==> config.mk <==
export PLATFORM = sky130hd
export DESIGN_NAME = redmule_ce
export DESIGN_NICKNAME = d
export VERILOG_FILES = /design/src/verilog/redmule_ce_pkg.sv /design/src/verilog/fp16_minmax.sv /design/src/verilog/ce_pipe.sv /design/src/verilog/ce_stage2.sv /design/src/verilog/redmule_ce.sv
export SDC_FILE = /design/constraint.sdc
export NUM_CORES = 1
export LEC_CHECK = 0
export ABC_AREA = 1
export BUFFER_PORTS_ARGS = -buffer_cell sky130_fd_sc_hd__clkbuf_2
export CAP_MARGIN = 20
export CORE_UTILIZATION = 28
export CTS_CLUSTER_DIAMETER = 30
export DETAILED_ROUTE_END_ITERATION = 10
export MAX_ROUTING_LAYER = met4
export PLACE_DENSITY_LB_ADDON = 0.3
export SYNTH_ARGS = -nofsm -noshare
export SYNTH_HDL_FRONTEND = slang
export SYNTH_SLANG_ARGS = --single-unit
export TNS_END_PERCENT = 20
==> constraint.sdc <==
create_clock -name stage2_noncomp_input_pipe_clk -period 2.3 [get_ports stage2_noncomp_input_pipe_clk]
set_input_delay 0.345 -clock stage2_noncomp_input_pipe_clk [delete_from_list [all_inputs] [get_ports stage2_noncomp_input_pipe_clk]]
set_output_delay 0.345 -clock stage2_noncomp_input_pipe_clk [all_outputs]
set_load 0.02 [all_outputs]
==> src/verilog/redmule_ce_pkg.sv <==
// ~~~~~~~~~~~~~~~~~~~~~~~~~~~~~~~~~~~~~~~~~~~~~~~~~~~~~~~~~~~~~~~~~~~~~
// Shared types and constants for the FP16 compare element.
// Only binary16 is supported. There is no format parameter.
// NUM_PIPE_REGS may be set from 1 to 4. Latency follows it one to one.
// ~~~~~~~~~~~~~~~~~~~~~~~~~~~~~~~~~~~~~~~~~~~~~~~~~~~~~~~~~~~~~~~~~~~~~

package redmule_ce_pkg;

  localparam int unsigned FP16_EXP_W = 5;
  localparam int unsigned FP16_MAN_W = 10;
  localparam int unsigned FP16_W     = 1 + FP16_EXP_W + FP16_MAN_W;

  localparam int unsigned NUM_PIPE_REGS = 2; // slots between stage 1 and stage 2.

  typedef logic [FP16_W-1:0]     fp16_t;
  typedef logic [FP16_EXP_W-1:0] fp16_exp_t;
  typedef logic [FP16_MAN_W-1:0] fp16_man_t;

  localparam fp16_t FP16_QNAN = 16'h7E00; // positive, only the quiet bit set.

  typedef enum logic {
    OP_MIN = 1'b0,
    OP_MAX = 1'b1
  } minmax_op_e;

  typedef enum logic [1:0] {
    S2_BYPASS = 2'd0, // stage-1 result goes straight to the output.
    S2_MIN    = 2'd1,
    S2_MAX    = 2'd2
  } stage2_op_e;

  typedef struct packed {
    fp16_t      x;
    fp16_t      w;
    fp16_t      bias;
    minmax_op_e op1;
    stage2_op_e op2;
  } ce_req_t;

  typedef struct packed {
    fp16_t      s1_res;
    fp16_t      bias;       // bias travels with its own request.
    stage2_op_e op2;
    logic       s1_invalid;
  } ce_pipe_word_t;

  typedef struct packed {
    fp16_t z;
    logic  invalid;
  } ce_result_t;

endpackage

==> src/verilog/fp16_minmax.sv <==
// ~~~~~~~~~~~~~~~~~~~~~~~~~~~~~~~~~~~~~~~~~~~~~~~~~~~~~~~~~~~~~~~~~~~~~
// Combinational FP16 minNum/maxNum with zero latency.
// Minus zero orders below plus zero. A single NaN operand is ignored,
// two NaNs give the canonical quiet NaN. Any signalling NaN input
// raises invalid_o, whatever the result. Subnormals compare as is.
// ~~~~~~~~~~~~~~~~~~~~~~~~~~~~~~~~~~~~~~~~~~~~~~~~~~~~~~~~~~~~~~~~~~~~~

`timescale 1ns/10ps

module fp16_minmax import redmule_ce_pkg::*; (
  input  fp16_t      a_i,
  input  fp16_t      b_i,
  input  minmax_op_e op_i,
  output fp16_t      res_o,
  output logic       invalid_o
);

  fp16_exp_t a_exp;
  fp16_exp_t b_exp;
  fp16_man_t a_man;
  fp16_man_t b_man;
  logic      a_nan;
  logic      b_nan;
  logic      a_snan;
  logic      b_snan;
  logic      a_lt_b;

  assign a_exp = a_i[FP16_MAN_W +: FP16_EXP_W];
  assign b_exp = b_i[FP16_MAN_W +: FP16_EXP_W];
  assign a_man = a_i[FP16_MAN_W-1:0];
  assign b_man = b_i[FP16_MAN_W-1:0];

  assign a_nan  = (&a_exp) & (|a_man);
  assign b_nan  = (&b_exp) & (|b_man);
  assign a_snan = a_nan & ~a_man[FP16_MAN_W-1]; // quiet bit clear means signalling.
  assign b_snan = b_nan & ~b_man[FP16_MAN_W-1];

  // Sign-magnitude ordering, so -0 sits just below +0.
  always_comb begin
    if (a_i[FP16_W-1] != b_i[FP16_W-1]) begin
      a_lt_b = a_i[FP16_W-1]; // the negative one is smaller.
    end else if (a_i[FP16_W-1]) begin
      a_lt_b = a_i[FP16_W-2:0] > b_i[FP16_W-2:0]; // larger magnitude is lower.
    end else begin
      a_lt_b = a_i[FP16_W-2:0] < b_i[FP16_W-2:0];
    end
  end

  always_comb begin
    if (a_nan && b_nan) begin
      res_o = FP16_QNAN;
    end else if (a_nan) begin
      res_o = b_i;
    end else if (b_nan) begin
      res_o = a_i;
    end else if (op_i == OP_MIN) begin
      res_o = a_lt_b ? a_i : b_i;
    end else begin
      res_o = a_lt_b ? b_i : a_i;
    end
  end

  assign invalid_o = a_snan | b_snan;

endmodule

==> src/verilog/ce_pipe.sv <==
// ~~~~~~~~~~~~~~~~~~~~~~~~~~~~~~~~~~~~~~~~~~~~~~~~~~~~~~~~~~~~~~~~~~~~~
// Lockstep pipeline of NUM_PIPE_REGS slots with valid/ready handshake.
// All slots move together when the last slot is empty or the sink is
// ready, so a bubble is only absorbed at the tail. A flush drops every
// word in flight plus any request offered in the same cycle.
// ~~~~~~~~~~~~~~~~~~~~~~~~~~~~~~~~~~~~~~~~~~~~~~~~~~~~~~~~~~~~~~~~~~~~~

`timescale 1ns/10ps

module ce_pipe import redmule_ce_pkg::*; (
  input  logic          stage2_noncomp_input_pipe_clk,
  input  logic          rst_ni,
  input  logic          flush_i,
  input  logic          in_valid_i,
  input  ce_pipe_word_t in_word_i,
  input  logic          out_ready_i,
  output logic          in_ready_o,
  output logic          out_valid_o,
  output ce_pipe_word_t out_word_o,
  output logic          busy_o
);

  logic [NUM_PIPE_REGS-1:0] valid_q;
  logic [NUM_PIPE_REGS-1:0] valid_in;
  ce_pipe_word_t            word_q  [NUM_PIPE_REGS];
  ce_pipe_word_t            word_in [NUM_PIPE_REGS];
  logic                     advance;

  assign advance = ~valid_q[NUM_PIPE_REGS-1] | out_ready_i;

  // Each slot takes the value of the slot in front of it.
  always_comb begin
    valid_in[0] = in_valid_i;
    word_in[0]  = in_word_i;
    for (int i = 1; i < NUM_PIPE_REGS; i++) begin
      valid_in[i] = valid_q[i-1];
      word_in[i]  = word_q[i-1];
    end
  end

  always_ff @(posedge stage2_noncomp_input_pipe_clk or negedge rst_ni) begin
    if (!rst_ni) begin
      valid_q <= '0;
    end else if (flush_i) begin
      valid_q <= '0; // everything in flight is dropped.
    end else if (advance) begin
      valid_q <= valid_in;
    end
  end

  always_ff @(posedge stage2_noncomp_input_pipe_clk) begin
    if (advance) begin
      word_q <= word_in;
    end
  end

  assign in_ready_o  = advance;
  assign out_valid_o = valid_q[NUM_PIPE_REGS-1];
  assign out_word_o  = word_q[NUM_PIPE_REGS-1];
  assign busy_o      = |valid_q;

  // A stalled output word must not change until it is taken.
  a_out_stable: assert property (
    @(posedge stage2_noncomp_input_pipe_clk) disable iff (!rst_ni)
    (out_valid_o && !out_ready_i) |=> $stable(out_word_o)
  );

  a_flush_empties: assert property (
    @(posedge stage2_noncomp_input_pipe_clk) disable iff (!rst_ni)
    flush_i |=> (valid_q == '0)
  );

endmodule

==> src/verilog/ce_stage2.sv <==
// ~~~~~~~~~~~~~~~~~~~~~~~~~~~~~~~~~~~~~~~~~~~~~~~~~~~~~~~~~~~~~~~~~~~~~
// Second compare stage, purely combinational.
// Compares the stage-1 result against the bias carried in the same
// pipeline word, or bypasses it. The invalid flag of stage 1 is kept
// in both cases.
// ~~~~~~~~~~~~~~~~~~~~~~~~~~~~~~~~~~~~~~~~~~~~~~~~~~~~~~~~~~~~~~~~~~~~~

`timescale 1ns/10ps

module ce_stage2 import redmule_ce_pkg::*; (
  input  ce_pipe_word_t word_i,
  output ce_result_t    res_o
);

  minmax_op_e s2_op;
  fp16_t      s2_res;
  logic       s2_invalid;

  assign s2_op = (word_i.op2 == S2_MAX) ? OP_MAX : OP_MIN;

  fp16_minmax s2_minmax_i (
    .a_i       ( word_i.s1_res ),
    .b_i       ( word_i.bias   ),
    .op_i      ( s2_op         ),
    .res_o     ( s2_res        ),
    .invalid_o ( s2_invalid    )
  );

  always_comb begin
    if (word_i.op2 == S2_BYPASS) begin
      res_o.z       = word_i.s1_res;
      res_o.invalid = word_i.s1_invalid; // a bias sNaN is not looked at here.
    end else begin
      res_o.z       = s2_res;
      res_o.invalid = word_i.s1_invalid | s2_invalid;
    end
  end

endmodule

==> src/verilog/redmule_ce.sv <==
// ~~~~~~~~~~~~~~~~~~~~~~~~~~~~~~~~~~~~~~~~~~~~~~~~~~~~~~~~~~~~~~~~~~~~~
// FP16 compare element: min/max of x and w, then an optional min/max
// against the bias. Latency is NUM_PIPE_REGS cycles without stalls.
// Results leave in acceptance order. flush_i drops all work in flight.
// One clock domain, no clock gating.
// ~~~~~~~~~~~~~~~~~~~~~~~~~~~~~~~~~~~~~~~~~~~~~~~~~~~~~~~~~~~~~~~~~~~~~

`timescale 1ns/10ps

module redmule_ce import redmule_ce_pkg::*; (
  input  logic       stage2_noncomp_input_pipe_clk,
  input  logic       rst_ni,
  input  ce_req_t    req_i,
  input  logic       in_valid_i,
  output logic       in_ready_o,
  output ce_result_t res_o,
  output logic       out_valid_o,
  input  logic       out_ready_i,
  input  logic       flush_i,
  output logic       busy_o
);

  fp16_t         s1_res;
  logic          s1_invalid;
  ce_pipe_word_t s1_word;
  ce_pipe_word_t s2_word;

  fp16_minmax s1_minmax_i (
    .a_i       ( req_i.x    ),
    .b_i       ( req_i.w    ),
    .op_i      ( req_i.op1  ),
    .res_o     ( s1_res     ),
    .invalid_o ( s1_invalid )
  );

  assign s1_word = '{s1_res: s1_res, bias: req_i.bias, op2: req_i.op2,
                     s1_invalid: s1_invalid}; // bias stays paired with its request.

  ce_pipe ce_pipe_i (
    .stage2_noncomp_input_pipe_clk ( stage2_noncomp_input_pipe_clk ),
    .rst_ni                        ( rst_ni                        ),
    .flush_i                       ( flush_i                       ),
    .in_valid_i                    ( in_valid_i                    ),
    .in_word_i                     ( s1_word                       ),
    .out_ready_i                   ( out_ready_i                   ),
    .in_ready_o                    ( in_ready_o                    ),
    .out_valid_o                   ( out_valid_o                   ),
    .out_word_o                    ( s2_word                       ),
    .busy_o                        ( busy_o                        )
  );

  ce_stage2 ce_stage2_i (
    .word_i ( s2_word ),
    .res_o  ( res_o   )
  );

  a_no_valid_in_reset: assert property (
    @(posedge stage2_noncomp_input_pipe_clk) !rst_ni |-> !out_valid_o
  );

endmodule

==> results of run 1 <==
worst paths after layout:
path | depth (start not counted) | start | endpoint
max in group asynchronous | 2 | rst_ni | ce_pipe_i.valid_q[1]
min in group asynchronous | 2 | rst_ni | ce_pipe_i.valid_q[0]
worst min-delay path | 1 | req_i[11] | ce_pipe_i.word_in[11]
worst min register to register | 0 | ce_pipe_i.word_in[27] | ce_pipe_i.out_word_o[27]
worst max register to register | 6 | ce_pipe_i.valid_q[1] | ce_pipe_i.valid_q[0]
worst max-delay path | 18 | ce_pipe_i.out_word_o[33] | res_o[9]
cells in the mapped netlist:
master	number
edfxtp_1	70
o21ai_2	1
nand3_1	27
o21ai_0	8
a21oi_1	14
nand2_4	2
a21o_1	1
nand4_1	5
inv_2	1
a31oi_1	1
nand2_1	127
buf_4	1
o211ai_1	3
ha_1	34
buf_6	3
nor2_2	2
nor2_1	26
nor3_2	1
buf_2	1
clkbuf_1	1
o41ai_2	1
or2_2	1
a311o_1	1
a21oi_2	7
dfrtp_1	2
o21bai_1	1
nor3_1	2
nor4_1	5
nand3_2	3
inv_1	65
o22ai_1	3
nor2_4	1
o21ai_1	1
nand3b_1	1
layer usage:
metal | GRT usage | up-vias
met5 | - | -
met4 | 0.0764 | 0
met3 | 0.0192 | 22
met2 | 0.234 | 91
met1 | 0.160 | 1540
li1 | - | 1705
metrics by stage:
| step | util | hold slack, ps |
|---|---|---|
| finish | 0.405 | 186 |
| floorplan | - | 49.4 |
| global placement | 0.356 | 130 |
| global route | 0.405 | 179 |
| CTS | 0.395 | 176 |
| detailed placement | 0.356 | 135 |
logic make-up (layout without fill, tap and decap cells):
group                      after synthesis  after routing
adders and majority gates               34             34
AOI/OAI and AO/OA                       42             42
DFF                                     72             72
buffers and inverters                   72            218
and+or+nand+nor                        203            203
sequential cells by signal, indices dropped and copies added, names as in the netlist:
signal / flops
ce_pipe_i.out_word_o: 35
ce_pipe_i.valid_q: 2
ce_pipe_i.word_in: 35
area by class of cell:
type / instances / area share
clock buffers: 12 / 0.0417
clock inverters: 4 / 0.00552
inverters: 66 / 0.0444
multi-input cells: 279 / 0.311
flip-flops and latches: 72 / 0.380
well taps: 180 / 0.0398
repair buffers: 136 / 0.178
what timing repair did:
| action | CTS | global route |
|---|---|---|
| hold endpoints to repair | 2 | 0 |
| gates resized for setup | 43 | 33 |
| pin swaps | 10 | 17 |
| hold buffers | 1 | 0 |
| endpoints found under the setup margin | 17 | 17 |
| buffers inserted | 9 | 1 |
| gates cloned | 0 | 0 |
power by group through the flow:
stage	Combinational [uW]	Sequential, uW	Clock, uW
2_1_floorplan	673	1710	0
3_3_place_gp	1100	1710	0
3_5_place_dp	1120	1720	0
4_1_cts	1390	1690	1260
5_1_grt	1640	1710	1310
6_report	1490	1700	1230
==> flow_summary.ini, run 1 <==
[routing]
drc = 0
drt-wirelength-per-cell_um = 12.6
avgViaCountPerCell = 4.48
wl_met2_um = 4570
met1_length_um = 4250
firstDrtPassIters = 7
wl_met3_um = 331
drt-total-wl_um = 9440
route.vias.total = 3358
drtIter0Drc = 161
top_layer = met4
drtAntennaViolNets = 0

[place]
placed_cells = 722
io_buffer_count = 75
pre_cts_ws_ps = -319
place.gp.congestion = 0.897
dpl_cell_area_um2 = 4990
dp_hpwl_um = 7340

[yosys]
yosys-top-cells-area = edfxtp_1 52%, nand2_1 12%, ha_1 11%
yosysWarnings = 0
syn_area_um2 = 4030
synth.largest_area_cell = edfxtp_1
yosys.area_share.adder = 0.106
synth_cells = 423
synth.top_cell.area_share = 0.521
ys_ff_latch = 72
muxShareOfSynthArea = 0
synthesis.nets = 513
synth_xor_area_frac = 0
synthDistinctLibCells = 34
synth_compound_area_frac = 0.0680
yosys.area_share.simple = 0.219
avgSynthCellArea_um2 = 9.53
synth_top_family_by_area = simple AND/OR/NAND/NOR gates
ys_seq_area_frac = 0.534

[cells_and_area]
seq_area_um2 = 2150
multi_input_area_um2 = 1760
final_common_cell = nand2_1
drive_above_1_share = 0.353
syn_to_final_growth_pct = 40.5
antennaDiodeCount = 0
nNetsFinal = 654
final_cell_mix = 111 x nand2_1, 70 x edfxtp_1, 62 x inv_1, 60 x clkbuf_2, 54 x buf_4
post-route-cell-area_um2 = 5670
nFillCells = 1370
layoutNonFillerInstCount = 749

[worst_setup_path]
slowest_stage = edfxtp_1
cp-start-kind = flop
criticalPathCategory = flop to primary output
worstPathCellList = ha_4 > nand2_4 > nor2_4 > inv_2 > nor2_4 > nand2_1 > nand2_1 > nand2_1 > nand2_1 > nand2_1 > nand2_1 > nand3_2 > nand2_4 > buf_6 > buf_4 > nor2_1 > a21oi_2 > clkbuf_8
r2r_slack_ps = 840
cp.required_ps = 1960
path_common_cell = nand2_1
crit_fanout = 6
slowest_delay_ps = 450
endpoint_kind = primary output
worst-path-buf-inv = 4
cp_top_family = simple AND/OR/NAND/NOR gates
arrival_ps = 2600

[global_routing]
gr-usage-all-layers = 0.139
antenna_found_initial = 0
grt_pass1_vias = 3398
grt_overflow_total = 0
grt_pass1_wl_um = 15400
grt_max_degree = 23

[power_and_ir_drop]
vdd_ir_drop_max_uv = 347
p_sw_uw = 1340
seq_power_share = 0.385
p_leak_uw = 0.00272
power_density_nw_per_um2 = 780
comb_power_share = 0.338
power_uw = 4420
pwr-share-clk = 0.277
p_sw_frac = 0.304
internal-power_uw = 3070

[run]
drv_cap = 0

[floorplanning]
coreArea_um2 = 14000
num_io_pins = 76
rows = 43
die_h_um = 122
die_x_um = 122
initial_utilization = 0.288
die_area_um2 = 14900

[sta]
clock_skew_ps = 3.95
period_minus_slack_ps = 2940
drv_slew = 0
setup_viol = 17
timing.final.crit_share = 1.28
rsz0062_at_grt = yes
worst_slew_pin_slew_ps = 421
setup_ws_ps = -644
hold_viol = 0
max_freq_ghz = 0.340
finalSetupTns_ps = -9930
max_slew_margin = 0.717

[clocking]
numCtsBuffers = 9
root_buffer = clkbuf_16
clkTransAtPathRegs_ps = 60
cts_sinks = 72
cts_tree = done
cts_max_level = 3
cts_buffer_depth = 2
worst_skew_pair.late_latency_ps = 330

[outcome]
status = finished with violations
violations = setup timing

[min_path]
hp-class = primary input to flop
Power figures use the tool's default switching activity.
==> run 2, diff against run 1 <==
--- a/config.mk
+++ b/config.mk
@@ -5,7 +5,6 @@
 export SDC_FILE = /design/constraint.sdc
 export NUM_CORES = 1
 export LEC_CHECK = 0
-export ABC_AREA = 1
 export BUFFER_PORTS_ARGS = -buffer_cell sky130_fd_sc_hd__clkbuf_2
 export CAP_MARGIN = 20
 export CORE_UTILIZATION = 28
==> constraint.sdc (replaced) <==
create_clock -name stage2_noncomp_input_pipe_clk -period 2.3 [get_ports stage2_noncomp_input_pipe_clk]
set_input_delay 0.115 -clock stage2_noncomp_input_pipe_clk [delete_from_list [all_inputs] [get_ports stage2_noncomp_input_pipe_clk]]
set_output_delay 0.115 -clock stage2_noncomp_input_pipe_clk [all_outputs]
set_load 0.02 [all_outputs]
==> run 2 against run 1 <==
Against the previous run:
- the flow still finishes with violations (setup timing)
- wire length increased by 1.4%
- cell count decreased by 5.3%
- highest routed layer unchanged
- combinational power decreased by 13%
- sequential share of layout area decreased by 2.8 points
- flip-flop and latch count unchanged
- critical path depth decreased by 6
- largest cell class unchanged
- critical path type unchanged
==> flow_summary.ini, run 2 <==
[outcome]
status = finished with violations
violations = setup timing

[sta]
timing.final.crit_share = 1.35
hold_viol = 0
rsz0062_at_grt = yes
drv_slew = 0
setup_ws_ps = -808
period_minus_slack_ps = 3110
worst_slew_pin_slew_ps = 520
clock_skew_ps = 8.22
max_freq_ghz = 0.322
max_slew_margin = 0.651
setup_viol = 31

[clocking]
cts_tree = done
worst_skew_pair.late_latency_ps = 330
root_buffer = clkbuf_16
numCtsBuffers = 9
cts_buffer_depth = 2
cts_sinks = 72
clkTransAtPathRegs_ps = 50
cts_max_level = 3

[global_routing]
grt_max_degree = 29
antenna_found_initial = 0
grt_pass1_vias = 3334
gr-usage-all-layers = 0.140
grt_pass1_wl_um = 15300
grt_overflow_total = 0

[routing]
drtIter0Drc = 109
drt-total-wl_um = 9580
route.vias.total = 3221
drtAntennaViolNets = 0
avgViaCountPerCell = 4.54
drc = 0
drt-wirelength-per-cell_um = 13.5
firstDrtPassIters = 4

[cells_and_area]
antennaDiodeCount = 0
final_common_cell = buf_4
drive_above_1_share = 0.460
syn_to_final_growth_pct = 56.3
nNetsFinal = 618
final_cell_mix = 111 x buf_4, 70 x edfxtp_1, 61 x clkbuf_2, 40 x inv_1, 31 x ha_1

[floorplanning]
rows = 42
coreArea_um2 = 13500
die_area_um2 = 14500
initial_utilization = 0.291
num_io_pins = 76
die_x_um = 120
die_h_um = 120

[yosys]
synth.most_common_cell = edfxtp_1
syn_area_um2 = 3910
synth.largest_area_cell = edfxtp_1
yosys-top-cells-area = edfxtp_1 54%, ha_1 11%, inv_1 4.2%
avgSynthCellArea_um2 = 12.5
synthDistinctLibCells = 51
synth-main-ff-cell = edfxtp_1
synth.top_cell.area_share = 0.537
ys_ff_latch = 72
synthArstFlopShare = 0.0278
synthesis.nets = 402
synth_edf_count = 70
synth_cells = 312
synthTopCellsByCount = 70 x edfxtp_1, 44 x inv_1, 34 x ha_1
ys_seq_area_frac = 0.550
yosysWarnings = 0

[worst_setup_path]
cp.required_ps = 2180
r2r_slack_ps = 700
cp-start-kind = flop
criticalPathCategory = flop to primary output
crit_fanout = 7
arrival_ps = 2990
endpoint_kind = primary output

[power_and_ir_drop]
power_density_nw_per_um2 = 721
p_leak_uw = 0.00279
power_uw = 4410
vdd_ir_drop_max_uv = 365

[place]
dp_hpwl_um = 7330
place.gp.congestion = 0.896
io_buffer_count = 75
pre_cts_ws_ps = -509

[run]
drv_cap = 0

[min_path]
hp-class = primary input to flop
## run 2: stage by stage
step           TNS [ps]  cells  hold slack (ps)   util  instance area, um^2
4_1_cts          -12770    702             33.1  0.442                 5950
2_1_floorplan     -4240    312             -181      -                 3960
6_report         -12740    709             41.2  0.455                 6120
3_3_place_gp     -11840    658             -100  0.393                 5280
3_5_place_dp     -13350    658            -95.1  0.393                 5280
5_1_grt          -15770    709             57.9  0.455                 6120
## run 2: layout make-up
type / count / area, um^2
well taps: 176 / 220
clock buffers: 10 / 229
inverters: 44 / 169
fillers: 1251 / 7340
clock inverters: 6 / 85.1
flip-flops and latches: 72 / 2150
repair buffers: 208 / 1510
multi-input cells: 193 / 1750
## run 2: critical path, cell delays in order (launching register included)
cell and delay, ps:
edfxtp_1 390, buf_6 140, ha_4 210, a211oi_2 190, nor2_2 80, o31ai_4 290, buf_4 180, nand2_4 50
a2111o_1 410, nand3_4 170, buf_6 120, mux2_4 290, buf_6 130
## run 2: power by group
group | leakage (uW) | total (uW) | switching [uW] | internal (uW)
combinational | 0.00187 | 1300 | 625 | 677
sequential | 0.000765 | 1670 | 68.9 | 1600
clock | 0.000148 | 1430 | 489 | 944
total | 0.00279 | 4410 | 1180 | 3230
## run 2: final timing paths
| kind | depth (start not counted) | to | startpoint |
|---|---|---|---|
| worst max-delay path | 12 | res_o[10] | ce_pipe_i.out_word_o[23] |
| worst min-delay path | 3 | ce_pipe_i.valid_q[0] | in_valid_i |
| worst max register to register | 3 | ce_pipe_i.word_in[13] | ce_pipe_i.valid_q[1] |
| worst min register to register | 0 | ce_pipe_i.out_word_o[9] | ce_pipe_i.word_in[9] |
| max in group asynchronous | 2 | ce_pipe_i.valid_q[1] | rst_ni |
| min in group asynchronous | 2 | ce_pipe_i.valid_q[0] | rst_ni |
## run 2: cells by family after synthesis
| family | share of synthesized area |
|---|---|
| simple gates | 0.111 |
| flops | 0.550 |
| buf+inv | 0.0528 |
| fa+ha+maj | 0.109 |
| compound gates | 0.132 |
| mux | 0.0451 |
## run 2: per-layer routing
layer,GRT usage,wire length (um)
met2,0.237,4760
met4,0.0787,348
met3,0.0259,281
met5,-,0
met1,0.156,4190
## run 2: what timing repair did
action,CTS,global route
setup endpoints to repair,31,32
hold endpoints to repair,22,0
gates cloned,2,0
pin swaps,10,5
setup buffers,6,7
gates resized for setup,21,38
hold buffers,20,0
==> run 3, diff against run 2 <==
--- a/config.mk
+++ b/config.mk
@@ -10,7 +10,6 @@
 export CORE_UTILIZATION = 28
 export CTS_CLUSTER_DIAMETER = 30
 export DETAILED_ROUTE_END_ITERATION = 10
-export MAX_ROUTING_LAYER = met4
 export PLACE_DENSITY_LB_ADDON = 0.3
 export SYNTH_ARGS = -nofsm -noshare
 export SYNTH_HDL_FRONTEND = slang
==> run 3 against run 2 <==
Against the previous run:
- the run still ends with setup timing left
- combinational power about the same
- core utilization unchanged
- die area unchanged
- clock power about the same
- critical endpoint unchanged
==> flow_summary.ini, run 3 (synthesized netlist as in run 2, its figures left out) <==
[worst_setup_path]
arrival_ps = 2990
crit_start = ce_pipe_i.out_word_o[23]
crit_fanout = 7
r2r-start = ce_pipe_i.valid_q[1]
criticalPathCategory = flop to primary output
endpoint_kind = primary output
cp.required_ps = 2180
path_common_cell = buf_6
worst-path-buf-inv = 4
cp-endpoint = res_o[10]
worstPathCellList = buf_6 > ha_4 > a211oi_2 > nor2_2 > o31ai_4 > buf_4 > nand2_4 > a2111o_1 > nand3_4 > buf_6 > mux2_4 > buf_6
cp-start-kind = flop
r2r_slack_ps = 700
cp.depth = 12
rr_worst_depth = 3
slowest_delay_ps = 410
r2r-end = ce_pipe_i.word_in[13]
cp_top_family = compound AO/OA/AOI/OAI gates
slowest_stage = a2111o_1

[cells_and_area]
drive_above_1_share = 0.460
nNetsFinal = 618
final_cell_mix = 111 x buf_4, 70 x edfxtp_1, 61 x clkbuf_2, 40 x inv_1, 31 x ha_1
post-route-cell-area_um2 = 6120
syn_to_final_growth_pct = 56.3
final_common_cell = buf_4
antennaDiodeCount = 0

[place]
place.gp.congestion = 0.881
dpl_cell_area_um2 = 5280
dp_hpwl_um = 7330
io_buffer_count = 75
pre_cts_ws_ps = -509

[routing]
wl_met3_um = 285
drt-total-wl_um = 9580
drtIter0Drc = 104
wl_met2_um = 4790
avgViaCountPerCell = 4.54
drc = 0
drtAntennaViolNets = 0
drt-wirelength-per-cell_um = 13.5
met1_length_um = 4170
firstDrtPassIters = 4
top_layer = met4
route.vias.total = 3218

[power_and_ir_drop]
power_density_nw_per_um2 = 721
vdd_ir_drop_max_uv = 366
p_leak_uw = 0.00279

[sta]
setup_viol = 31
period_minus_slack_ps = 3100
max_freq_ghz = 0.322
clock_skew_ps = 8.66
setup_ws_ps = -805
hold_slack_ps = 41.0
max_slew_margin = 0.651
drv_slew = 0
rsz0062_at_grt = yes
worst_slew_pin_slew_ps = 520
hold_viol = 0
timing.final.crit_share = 1.35

[clocking]
cts_sinks = 72
clkTransAtPathRegs_ps = 50
cts_tree = done
worst_skew_pair.late_latency_ps = 330
cts_max_level = 3
cts_buffer_depth = 2
numCtsBuffers = 9
root_buffer = clkbuf_16

[floorplanning]
initial_utilization = 0.291
die_h_um = 120
num_io_pins = 76
coreArea_um2 = 13500
rows = 42
die_x_um = 120
die_area_um2 = 14500

[outcome]
violations = setup timing
status = finished with violations

[global_routing]
grt_overflow_total = 0
grt_pass1_wl_um = 15300
grt_max_degree = 29
antenna_found_initial = 0
gr-usage-all-layers = 0.136
grt_pass1_vias = 3339

[min_path]
hp-class = primary input to flop

[run]
drv_cap = 0
run 3: per-stage QoR:
step	util	TNS [ps]	power, uW	instances
finish	0.455	-12700	4410	709
floorplan	-	-4240	2310	312
global route	0.455	-15760	4620	709
global placement	0.393	-11840	2760	658
CTS	0.442	-12770	4360	702
detailed placement	0.393	-13350	2790	658
run 3: layout make-up:
cell class,count,area (um^2)
clock inverter,6,85.1
clock buffer,10,229
sequential,72,2150
inverter,44,169
timing repair buffer,208,1510
fill,1251,7340
multi-input combinational,193,1750
tap,176,220
run 3: power breakdown:
| part | switching, uW | total (uW) | internal, uW |
|---|---|---|---|
| registers | 69.1 | 1670 | 1600 |
| logic | 624 | 1300 | 677 |
| clock network | 491 | 1430 | 944 |
run 3: what timing repair did:
| action | CTS | global route |
|---|---|---|
| gates cloned | 2 | 0 |
| hold buffers | 20 | 0 |
| hold endpoints to repair | 22 | 0 |
| setup endpoints to repair | 31 | 32 |
| setup buffers | 6 | 7 |
| pin swaps | 10 | 5 |
| gates resized for setup | 21 | 38 |
run 3: how the worst min path moves through the flow:
stage,startpoint,to,slack (ps),cells past startpoint
floorplan,rst_ni,ce_pipe_i.valid_q[0],-180,0
global placement,rst_ni,ce_pipe_i.valid_q[1],-100,1
detailed placement,rst_ni,ce_pipe_i.valid_q[0],-100,1
CTS,in_valid_i,ce_pipe_i.valid_q[0],30,3
global route,in_valid_i,ce_pipe_i.valid_q[0],60,3
finish,in_valid_i,ce_pipe_i.valid_q[0],40,3
run 3: tightest hold or removal path, cell delays in order:
cell	delay (ps)
clkbuf_2	80
mux2i_1	50
nor2_1	80
run 3: per-layer routing:
layer / global-route usage / vias to the layer above
met1: 0.156 / 1481
met5: 0 / -
met4: 0.0787 / 0
met2: 0.237 / 72
met3: 0.0264 / 23
li1: - / 1642
